<file path="src/source/core_cfg.svh">
`ifndef CORE_CFG_SVH
`define CORE_CFG_SVH

// Architectural sizes of the integer core
`define CORE_XLEN 32
`define CORE_REG_COUNT 32

// First fetch address after reset
`define CORE_RESET_PC 32'h0000_0000

`endif

</file>
<file path="src/source/core_pkg.sv">
`include "core_cfg.svh"

package core_pkg;

	typedef logic [`CORE_XLEN-1:0] word_t;
	typedef logic [`CORE_XLEN-1:0] addr_t;
	typedef logic [31:0] inst_t;
	typedef logic [$clog2(`CORE_REG_COUNT)-1:0] reg_idx_t;

	// Major opcodes of the supported subset
	typedef enum logic [6:0] {
		OPC_OP_IMM = 7'b0010011,
		OPC_OP     = 7'b0110011,
		OPC_LUI    = 7'b0110111,
		OPC_LOAD   = 7'b0000011,
		OPC_STORE  = 7'b0100011,
		OPC_BRANCH = 7'b1100011,
		OPC_JAL    = 7'b1101111
	} opcode_t;

	typedef enum logic [2:0] {
		ALU_ADD, ALU_SUB, ALU_AND, ALU_OR, ALU_XOR, ALU_SLT, ALU_PASS_B
	} alu_op_t;

	typedef enum logic [1:0] {MEM_NONE, MEM_LOAD, MEM_STORE} mem_kind_t;

	// State machines
	typedef enum logic [1:0] {FETCH_IDLE, FETCH_REQ, FETCH_DROP, FETCH_FULL} fetch_state_t;
	typedef enum logic [1:0] {ISSUE_RUN, ISSUE_WAIT_MEM, ISSUE_HALT} issue_state_t;
	typedef enum logic [1:0] {MEM_IDLE, MEM_REQ, MEM_DROP, MEM_WB} mem_state_t;

endpackage

</file>
<file path="src/source/core_ifs.sv">
`timescale 1ns/1ps

// Fetched instruction towards decode and redirect back to fetch
interface fetch_if;
	core_pkg::inst_t inst;
	core_pkg::addr_t pc;
	logic valid;
	logic take;
	logic redirect;
	core_pkg::addr_t redirect_pc;

	modport producer (
		output inst, pc, valid,
		input take, redirect, redirect_pc
	);

	modport consumer (
		input inst, pc, valid,
		output take, redirect, redirect_pc
	);
endinterface

// Issued operation towards the memory stage and writeback to the register file
interface mem_op_if;
	logic issue;
	core_pkg::mem_kind_t kind;
	core_pkg::word_t addr_or_result;
	core_pkg::word_t store_data;
	core_pkg::reg_idx_t rd;
	logic rf_wen;
	logic done;
	logic wb_en;
	core_pkg::reg_idx_t wb_rd;
	core_pkg::word_t wb_data;

	modport producer (
		output issue, kind, addr_or_result, store_data, rd, rf_wen,
		input done, wb_en, wb_rd, wb_data
	);

	modport consumer (
		input issue, kind, addr_or_result, store_data, rd, rf_wen,
		output done, wb_en, wb_rd, wb_data
	);
endinterface

</file>
<file path="src/source/core_top.sv">
`timescale 1ns/1ps

module core_top (
	input logic clk,
	input logic arst_n,
	output logic imem_req,
	output core_pkg::addr_t imem_addr,
	input logic imem_ack,
	input core_pkg::inst_t imem_rdata,
	output logic dmem_req,
	output logic dmem_we,
	output core_pkg::addr_t dmem_addr,
	output core_pkg::word_t dmem_wdata,
	input logic dmem_ack,
	input core_pkg::word_t dmem_rdata,
	output logic halted
);

	fetch_if i_fetch_if ();
	mem_op_if i_mem_op_if ();

	// ******************************************************************
	// Fetch
	// ******************************************************************
	fetch_stage i_fetch_stage (
		.clk(clk),
		.arst_n(arst_n),
		.fetch(i_fetch_if.producer),
		.imem_req(imem_req),
		.imem_addr(imem_addr),
		.imem_ack(imem_ack),
		.imem_rdata(imem_rdata)
	);

	// ******************************************************************
	// Decode, execute and issue
	// ******************************************************************
	decode_execute i_decode_execute (
		.clk(clk),
		.arst_n(arst_n),
		.fetch(i_fetch_if.consumer),
		.mem_op(i_mem_op_if.producer),
		.halted(halted)
	);

	// ******************************************************************
	// Memory access and writeback
	// ******************************************************************
	memory_writeback i_memory_writeback (
		.clk(clk),
		.arst_n(arst_n),
		.mem_op(i_mem_op_if.consumer),
		.dmem_req(dmem_req),
		.dmem_we(dmem_we),
		.dmem_addr(dmem_addr),
		.dmem_wdata(dmem_wdata),
		.dmem_ack(dmem_ack),
		.dmem_rdata(dmem_rdata)
	);

endmodule

</file>
<file path="src/source/decode_execute.sv">
`timescale 1ns/1ps
`include "core_cfg.svh"

module decode_execute (
	input logic clk,
	input logic arst_n,
	fetch_if.consumer fetch,
	mem_op_if.producer mem_op,
	output logic halted
);

	core_pkg::word_t regs [`CORE_REG_COUNT];
	core_pkg::issue_state_t state;

	core_pkg::reg_idx_t rd, rs1, rs2;
	logic [2:0] funct3;
	core_pkg::word_t imm_i, imm_s, imm_b, imm_j, imm_u;
	core_pkg::word_t rs1_val, rs2_val, alu_b, alu_result;
	core_pkg::alu_op_t dec_alu_op;
	core_pkg::mem_kind_t dec_kind;
	logic dec_rf_wen, dec_use_imm, is_branch, is_jal, br_taken, halt_jal, take;

	// ******************************************************************
	// Register file
	// ******************************************************************
	always_ff @(posedge clk) begin
		if (mem_op.wb_en && mem_op.wb_rd != '0)
			regs[mem_op.wb_rd] <= mem_op.wb_data;
	end

	assign rs1_val = (rs1 == '0) ? '0 : regs[rs1];
	assign rs2_val = (rs2 == '0) ? '0 : regs[rs2];

	// ******************************************************************
	// Decode
	// ******************************************************************
	assign rd = fetch.inst[11:7];
	assign funct3 = fetch.inst[14:12];
	assign rs1 = fetch.inst[19:15];
	assign rs2 = fetch.inst[24:20];

	assign imm_i = {{20{fetch.inst[31]}}, fetch.inst[31:20]};
	assign imm_s = {{20{fetch.inst[31]}}, fetch.inst[31:25], fetch.inst[11:7]};
	assign imm_b = {{19{fetch.inst[31]}}, fetch.inst[31], fetch.inst[7],
		fetch.inst[30:25], fetch.inst[11:8], 1'b0};
	assign imm_j = {{11{fetch.inst[31]}}, fetch.inst[31], fetch.inst[19:12],
		fetch.inst[20], fetch.inst[30:21], 1'b0};
	assign imm_u = {fetch.inst[31:12], 12'b0};

	always_comb begin
		dec_alu_op = core_pkg::ALU_ADD;
		dec_kind = core_pkg::MEM_NONE;
		dec_rf_wen = 1'b0;
		dec_use_imm = 1'b1;
		alu_b = imm_i;
		is_branch = 1'b0;
		is_jal = 1'b0;
		case (fetch.inst[6:0])
			core_pkg::OPC_OP_IMM: dec_rf_wen = 1'b1;
			core_pkg::OPC_OP: begin
				dec_rf_wen = 1'b1;
				dec_use_imm = 1'b0;
				case (funct3)
					3'b000: dec_alu_op = fetch.inst[30] ? core_pkg::ALU_SUB : core_pkg::ALU_ADD;
					3'b010: dec_alu_op = core_pkg::ALU_SLT;
					3'b100: dec_alu_op = core_pkg::ALU_XOR;
					3'b110: dec_alu_op = core_pkg::ALU_OR;
					3'b111: dec_alu_op = core_pkg::ALU_AND;
					default: dec_alu_op = core_pkg::ALU_ADD;
				endcase
			end
			core_pkg::OPC_LUI: begin
				dec_alu_op = core_pkg::ALU_PASS_B;
				dec_rf_wen = 1'b1;
				alu_b = imm_u;
			end
			core_pkg::OPC_LOAD: begin
				dec_kind = core_pkg::MEM_LOAD;
				dec_rf_wen = 1'b1;
			end
			core_pkg::OPC_STORE: begin
				dec_kind = core_pkg::MEM_STORE;
				alu_b = imm_s;
			end
			core_pkg::OPC_BRANCH: is_branch = 1'b1;
			core_pkg::OPC_JAL: begin
				is_jal = 1'b1;
				dec_rf_wen = 1'b1;
			end
			default: ;
		endcase
		if (!dec_use_imm)
			alu_b = rs2_val;
	end

	// ******************************************************************
	// ALU and branch resolution
	// ******************************************************************
	always_comb begin
		case (dec_alu_op)
			core_pkg::ALU_SUB: alu_result = rs1_val - alu_b;
			core_pkg::ALU_AND: alu_result = rs1_val & alu_b;
			core_pkg::ALU_OR: alu_result = rs1_val | alu_b;
			core_pkg::ALU_XOR: alu_result = rs1_val ^ alu_b;
			core_pkg::ALU_SLT: alu_result = {31'b0, $signed(rs1_val) < $signed(alu_b)};
			core_pkg::ALU_PASS_B: alu_result = alu_b;
			default: alu_result = rs1_val + alu_b;
		endcase
	end

	// BEQ has funct3 000 and BNE has 001
	assign br_taken = is_branch && ((rs1_val == rs2_val) != funct3[0]);
	assign halt_jal = is_jal && (imm_j == '0);

	assign take = fetch.valid && (state == core_pkg::ISSUE_RUN);
	assign fetch.take = take;
	assign fetch.redirect = take && (br_taken || is_jal);
	assign fetch.redirect_pc = fetch.pc + (is_jal ? imm_j : imm_b);

	assign halted = (state == core_pkg::ISSUE_HALT);

	// ******************************************************************
	// Issue FSM
	// ******************************************************************
	always_ff @(posedge clk or negedge arst_n) begin
		if (!arst_n) begin
			state <= core_pkg::ISSUE_RUN;
			mem_op.issue <= 1'b0;
		end else begin
			mem_op.issue <= take;
			case (state)
				core_pkg::ISSUE_RUN:
					if (take)
						state <= halt_jal ? core_pkg::ISSUE_HALT : core_pkg::ISSUE_WAIT_MEM;
				core_pkg::ISSUE_WAIT_MEM:
					if (mem_op.done)
						state <= core_pkg::ISSUE_RUN;
				default: state <= core_pkg::ISSUE_HALT;
			endcase
		end
	end

	// Operation handed to the memory stage
	always_ff @(posedge clk) begin
		if (take) begin
			mem_op.kind <= dec_kind;
			mem_op.addr_or_result <= is_jal ? fetch.pc + 32'd4 : alu_result;
			mem_op.store_data <= rs2_val;
			mem_op.rd <= rd;
			mem_op.rf_wen <= dec_rf_wen;
		end
	end

endmodule

</file>
<file path="src/source/fetch_stage.sv">
`timescale 1ns/1ps
`include "core_cfg.svh"

module fetch_stage (
	input logic clk,
	input logic arst_n,
	fetch_if.producer fetch,
	output logic imem_req,
	output core_pkg::addr_t imem_addr,
	input logic imem_ack,
	input core_pkg::inst_t imem_rdata
);

	core_pkg::fetch_state_t state;
	core_pkg::addr_t pc_q;
	logic buf_valid;
	core_pkg::inst_t buf_inst;
	core_pkg::addr_t buf_pc;

	assign imem_req = (state == core_pkg::FETCH_REQ);
	assign imem_addr = pc_q;

	assign fetch.valid = buf_valid;
	assign fetch.inst = buf_inst;
	assign fetch.pc = buf_pc;

	// ******************************************************************
	// Four-phase handshake and one-entry buffer
	// ******************************************************************
	always_ff @(posedge clk or negedge arst_n) begin
		if (!arst_n) begin
			state <= core_pkg::FETCH_IDLE;
			pc_q <= `CORE_RESET_PC;
			buf_valid <= 1'b0;
		end else begin
			if (fetch.take || fetch.redirect)
				buf_valid <= 1'b0;
			case (state)
				core_pkg::FETCH_IDLE: begin
					if (fetch.redirect)
						pc_q <= fetch.redirect_pc;
					if (!imem_ack)
						state <= core_pkg::FETCH_REQ;
				end
				core_pkg::FETCH_REQ: begin
					// Buffer stays empty while the request runs
					if (imem_ack) begin
						state <= core_pkg::FETCH_DROP;
						buf_valid <= 1'b1;
						pc_q <= pc_q + 32'd4;
					end
				end
				core_pkg::FETCH_DROP: begin
					if (fetch.redirect)
						pc_q <= fetch.redirect_pc;
					if (!imem_ack) begin
						if (buf_valid && !fetch.take && !fetch.redirect)
							state <= core_pkg::FETCH_FULL;
						else
							state <= core_pkg::FETCH_REQ;
					end
				end
				default: begin
					if (fetch.redirect)
						pc_q <= fetch.redirect_pc;
					if (fetch.take || fetch.redirect)
						state <= core_pkg::FETCH_REQ;
				end
			endcase
		end
	end

	// Buffer payload
	always_ff @(posedge clk) begin
		if (state == core_pkg::FETCH_REQ && imem_ack) begin
			buf_inst <= imem_rdata;
			buf_pc <= pc_q;
		end
	end

endmodule

</file>
<file path="src/source/memory_writeback.sv">
`timescale 1ns/1ps

module memory_writeback (
	input logic clk,
	input logic arst_n,
	mem_op_if.consumer mem_op,
	output logic dmem_req,
	output logic dmem_we,
	output core_pkg::addr_t dmem_addr,
	output core_pkg::word_t dmem_wdata,
	input logic dmem_ack,
	input core_pkg::word_t dmem_rdata
);

	core_pkg::mem_state_t state;
	core_pkg::mem_kind_t kind_q;
	core_pkg::word_t addr_q;
	core_pkg::word_t data_q;
	core_pkg::word_t load_q;
	core_pkg::reg_idx_t rd_q;
	logic rf_wen_q;

	// ******************************************************************
	// Data-side handshake
	// ******************************************************************
	always_ff @(posedge clk or negedge arst_n) begin
		if (!arst_n) begin
			state <= core_pkg::MEM_IDLE;
		end else begin
			case (state)
				core_pkg::MEM_IDLE:
					if (mem_op.issue)
						state <= (mem_op.kind == core_pkg::MEM_NONE) ?
							core_pkg::MEM_WB : core_pkg::MEM_REQ;
				core_pkg::MEM_REQ:
					if (dmem_ack)
						state <= core_pkg::MEM_DROP;
				core_pkg::MEM_DROP:
					if (!dmem_ack)
						state <= core_pkg::MEM_WB;
				default: state <= core_pkg::MEM_IDLE;
			endcase
		end
	end

	// Latched operation and load data
	always_ff @(posedge clk) begin
		if (state == core_pkg::MEM_IDLE && mem_op.issue) begin
			kind_q <= mem_op.kind;
			addr_q <= mem_op.addr_or_result;
			data_q <= mem_op.store_data;
			rd_q <= mem_op.rd;
			rf_wen_q <= mem_op.rf_wen;
		end
		if (state == core_pkg::MEM_REQ && dmem_ack)
			load_q <= dmem_rdata;
	end

	assign dmem_req = (state == core_pkg::MEM_REQ);
	assign dmem_we = dmem_req && (kind_q == core_pkg::MEM_STORE);
	assign dmem_addr = addr_q;
	assign dmem_wdata = data_q;

	// ******************************************************************
	// Writeback
	// ******************************************************************
	assign mem_op.done = (state == core_pkg::MEM_WB);
	assign mem_op.wb_en = mem_op.done && rf_wen_q && (kind_q != core_pkg::MEM_STORE);
	assign mem_op.wb_rd = rd_q;
	assign mem_op.wb_data = (kind_q == core_pkg::MEM_LOAD) ? load_q : addr_q;

endmodule

</file>
<file path="config.mk">
export PLATFORM = sky130hd
export DESIGN_NAME = core_top
export DESIGN_NICKNAME = d
export VERILOG_FILES = /design/src/source/core_pkg.sv /design/src/source/core_ifs.sv /design/src/source/core_top.sv /design/src/source/decode_execute.sv /design/src/source/fetch_stage.sv /design/src/source/memory_writeback.sv
export VERILOG_INCLUDE_DIRS = /design/src /design/src/source
export SDC_FILE = /design/constraint.sdc
export NUM_CORES = 2
export LEC_CHECK = 0
export BUFFER_PORTS_ARGS = -buffer_cell sky130_fd_sc_hd__buf_2
export CORE_MARGIN = 8
export CORE_UTILIZATION = 39
export DETAILED_ROUTE_END_ITERATION = 12
export PLACE_DENSITY = 0.56
export SYNTH_ARGS = -nofsm -noshare
export SYNTH_HDL_FRONTEND = slang
export SYNTH_HIERARCHICAL = 1
export SYNTH_SLANG_ARGS = --single-unit
</file>
<file path="constraint.sdc">
create_clock -name clk -period 12.9 [get_ports clk]
set_clock_uncertainty 0.15 [all_clocks]
set_input_delay 3.225 -clock clk [delete_from_list [all_inputs] [get_ports clk]]
set_output_delay 3.225 -clock clk [all_outputs]
set_load 0.01 [all_outputs]
</file>
==> summary.md <==
Of all nets on the critical path, the largest fanout is 116. The worst hold path was traced through 0 stages. The worst setup path is launched from a register. Number of global-route vias before repair: 40200. Once the floorplan was initialized, standard cells occupied 39.2% of the core.

The mapped netlist covers 66300 um2. The power per cell area was 186 nW/um2; the internal cell power was 9.14 mW. The tools report the share of total power in the clock network as 28.7%. For the pin with the worst max-slew slack, the measured transition is 1.28 ns.

Derived from the worst setup path, the maximum achievable clock frequency is 123 MHz. The number of placement rows is 151. The run finished with clean final reports. Buffers inserted to repair hold after CTS numbered 0. In this run the remaining antenna-violating nets after routing total 0. For the wire length of the first global-routing pass, the log shows 312 mm. For the largest net degree at the start of global routing, the log shows 117. In this run the register-to-register setup slack is 4.79 ns. The net switching share of the total power works out to 33.9%. The run gives 0 as the antenna diode count. The core region area was 169000 um2. The library cell used most frequently in the layout, excluding fill and tap cells, is sky130_fd_sc_hd__edfxtp_1. The synthesis warning total was 6; the average wire length per cell after detail routing was 34.0 um. The clock passes through at most 3 buffers. In this run, flip-flops and latches consume 40.4% of the power. The endpoint arrival time on the critical path was 8.60 ns; the vertical die dimension was 428 um. The number of placed instances, taps included, is 6273. The worst register-to-register path begins at i_fetch_stage/fetch.inst[21]. The number of cells on the worst reg-to-reg path is 21. The total power is 13.8 mW, and the portion of the post-synthesis area used by sequential elements is 58.7%. The clock net in this run drives a total of 1304 sinks. Summed over all layers, the routed wires come to 222 mm. The tools report the post-cts sizing count as 0. Critical path data required time: 13.39 ns. The average instance area after synthesis is 16.6 um2, and the cell count along the critical path is 21.

The worst ir drop on vdd is 0.151 mV, and the number of storage elements in the synthesis netlist is 1304. Counting distinct cell types in the post-synthesis netlist gives 99. After global routing the overflow that remains totals 0.

The fraction of final layout cells sized beyond drive strength 1 is 27.8%. The run gives 132 mm as the sum of net half-perimeters after detailed placement. The tools report the worst-skew pair later-pin latency as 0.79 ns.

Setup repair after global routing left no endpoint under its margin. The root buffer cell chosen for the clock tree is sky130_fd_sc_hd__clkbuf_16. In this run, synthesis inferred 1264 flip-flops with an integrated enable. The share of async-settable or async-resettable flops after synthesis came out at 3.07%.

The final critical path time including I/O delays and setup is 8.11 ns. The finished layout holds 6518 standard cells, fillers aside. Cell family with the largest share of critical-path delay: compound AO/OA/AOI/OAI gates.

In this run the power spent charging and discharging nets is 4.69 mW. For the total global routing track utilization, the log shows 23.6%. Reg-to-reg endpoint: i_decode_execute/mem_op.addr_or_result[27]. For this run, the slowest stage of the critical path takes 0.84 ns.

Together, buffers and inverters on the worst path number 2. The critical path is of the register to register type. The routed layout has 40900 vias. The most numerous cell type found on the critical path is sky130_fd_sc_hd__a21o_1. In the final design database the tool counted 4420 nets. The path with the worst hold slack has its endpoint at i_memory_writeback/mem_op.wb_rd[2]. The worst-path cell with the longest stage delay is sky130_fd_sc_hd__buf_4. The number of antenna violations at the first check in global routing was 2; the top-level port count was 168. The number of maximum-capacitance constraint violations was 0; the headroom to the max-slew limit was 14.4%. Relative to the synthesized area, the layout overhead comes to 12.0%. The final critical path takes up 62.9% of the cycle. The die is 428 um wide. The dominant synthesized flop cell is sky130_fd_sc_hd__edfxtp_1. The signal on the critical path passes through buf_12, buf_4, mux4_2, mux4_2, mux2i_1, nor3_1, a21oi_1, nor2_1, a31oi_1, ha_1, a21o_1, a2111o_1, o21a_1, a2111oi_0, o41ai_1, a21o_1, a21oi_1, o41ai_2, or4_1, a21o_1, o21ai_1. The clock transition at the registers of the reported paths is 0.06 ns.

The post-synthesis instance total was 4000. Final number of max-transition violations: 0. Number of violations reported at the end of detailed-routing iteration 0: 4960. In the layout the commonest cells are sky130_fd_sc_hd__edfxtp_1, sky130_fd_sc_hd__mux4_2, sky130_fd_sc_hd__nand2_1. The pre-antenna-repair detailed-routing pass consisted of 5 iterations. The logs give 0 for the remaining routing DRC violations and 4 for the H-tree level count. Buffers added to address setup during post-CTS repair amount to 0. STA classifies the critical path endpoint as a register.

The tools report the full die area as 184000 um2. The tightest min-delay check is of the register to register type. The congestion estimate from routability-driven global placement came to 0.972. Count of input and output buffers: 167. The analysis attributes to cell leakage a power of 24.7 nW.

Buffers inserted during clock tree synthesis total 140. The startpoint identified for the worst hold timing path is i_decode_execute/mem_op.rd[2]. TritonCTS built the clock tree.

The tools report the combinational cell fraction of total power as 30.9%. The hold violation total from the final report is 0, and the via density per instance is 6.28. In the final timing run, aggregate negative setup slack is 0 ns.

Setup violations remaining at the end of the flow were counted as 0.
## kinds of logic after synthesis
| kind of cell | synth area share (%) |
|---|---|
| flip-flops | 58.7 |
| AND/OR/NAND/NOR | 4.99 |
| adder cells (fa/ha/maj) | 2.96 |
| multiplexers | 22.3 |
| XOR/XNOR | 1.81 |
| AO/OA/AOI/OAI | 6.57 |
| buffers and inverters | 2.66 |
| other | 0.00565 |
## cell usage after synthesis, types with 46 or more instances
library cell | number | share of area, %
sky130_fd_sc_hd__a21oi_1 | 185 | 1.4
sky130_fd_sc_hd__mux2i_1 | 65 | 0.98
sky130_fd_sc_hd__ha_1 | 152 | 2.9
sky130_fd_sc_hd__nand3_1 | 66 | 0.50
sky130_fd_sc_hd__nor2_1 | 183 | 1.0
sky130_fd_sc_hd__o21ai_0 | 79 | 0.60
sky130_fd_sc_hd__nand2_1 | 205 | 1.2
sky130_fd_sc_hd__mux4_2 | 600 | 20
sky130_fd_sc_hd__xor2_1 | 52 | 0.69
sky130_fd_sc_hd__clkbuf_1 | 133 | 0.75
sky130_fd_sc_hd__edfxtp_1 | 1264 | 57
sky130_fd_sc_hd__a22oi_1 | 46 | 0.52
sky130_fd_sc_hd__xnor2_1 | 85 | 1.1
sky130_fd_sc_hd__inv_1 | 108 | 0.61
## power groups by stage
stage	Combinational, mW	Sequential (mW)	Clock, mW
2_1_floorplan	2.87	5.51	0
3_3_place_gp	4.21	5.67	0
3_5_place_dp	4.22	5.66	0
4_1_cts	4.24	5.58	4.04
5_1_grt	4.55	5.61	4.19
6_report	4.27	5.59	3.97
## worst max path at each step
stage | from | to | slack [ns]
after floorplan | i_fetch_stage/fetch.inst[20] | i_decode_execute/mem_op.addr_or_result[27] | 6.54
after global placement | i_fetch_stage/fetch.inst[15] | i_fetch_stage/imem_addr[31] | 4.78
after detailed placement | i_fetch_stage/fetch.inst[15] | i_fetch_stage/imem_addr[31] | 4.79
after CTS | i_fetch_stage/fetch.inst[15] | i_fetch_stage/imem_addr[31] | 4.80
after global routing | i_fetch_stage/fetch.inst[21] | i_decode_execute/mem_op.addr_or_result[27] | 4.34
final | i_fetch_stage/fetch.inst[21] | i_decode_execute/mem_op.addr_or_result[27] | 4.79
## per-layer routing
metal,vias up,global-route usage [%],wire length (um)
li1,16800,-,-
met1,21800,32.7,91400
met2,1989,37.0,103000
met3,398,4.00,17200
met4,0,9.92,10400
met5,-,0,0
## per-stage QoR
stage	util [%]	hold WS (ns)	worst slack, ns	instance area, um2
after floorplan	-	0.250	6.54	66500
after global routing	44.0	0.271	4.34	74300
after global placement	41.3	0.253	4.78	69900
after CTS	44.0	0.263	4.80	74300
after detailed placement	41.3	0.255	4.79	69900
final	44.0	0.264	4.79	74300
## final cells by class
cell class / count / area, um2
clock buffers: 170 / 3720
well taps: 2218 / 2780
clock inverters: 75 / 693
multi-input cells: 2364 / 26000
fillers: 14700 / 94800
inverters: 118 / 448
repair buffers: 269 / 1710
flip-flops and latches: 1304 / 39000
## sequential cells by signal, summed over array words and instances (netlist names), 2 cells and up
register,count
i_decode_execute/mem_op.addr_or_result,32
i_decode_execute/mem_op.kind,2
i_decode_execute/mem_op.rd,5
i_decode_execute/mem_op.store_data,32
i_decode_execute/regs,1024
i_decode_execute/state,2
i_fetch_stage/fetch.inst,32
i_fetch_stage/fetch.pc,32
i_fetch_stage/imem_addr,32
i_fetch_stage/state,2
i_memory_writeback/dmem_addr,32
i_memory_writeback/dmem_wdata,32
i_memory_writeback/kind_q,2
i_memory_writeback/load_q,32
i_memory_writeback/mem_op.wb_rd,5
i_memory_writeback/state,2
Note: power is estimated with default switching activity, not from simulation.
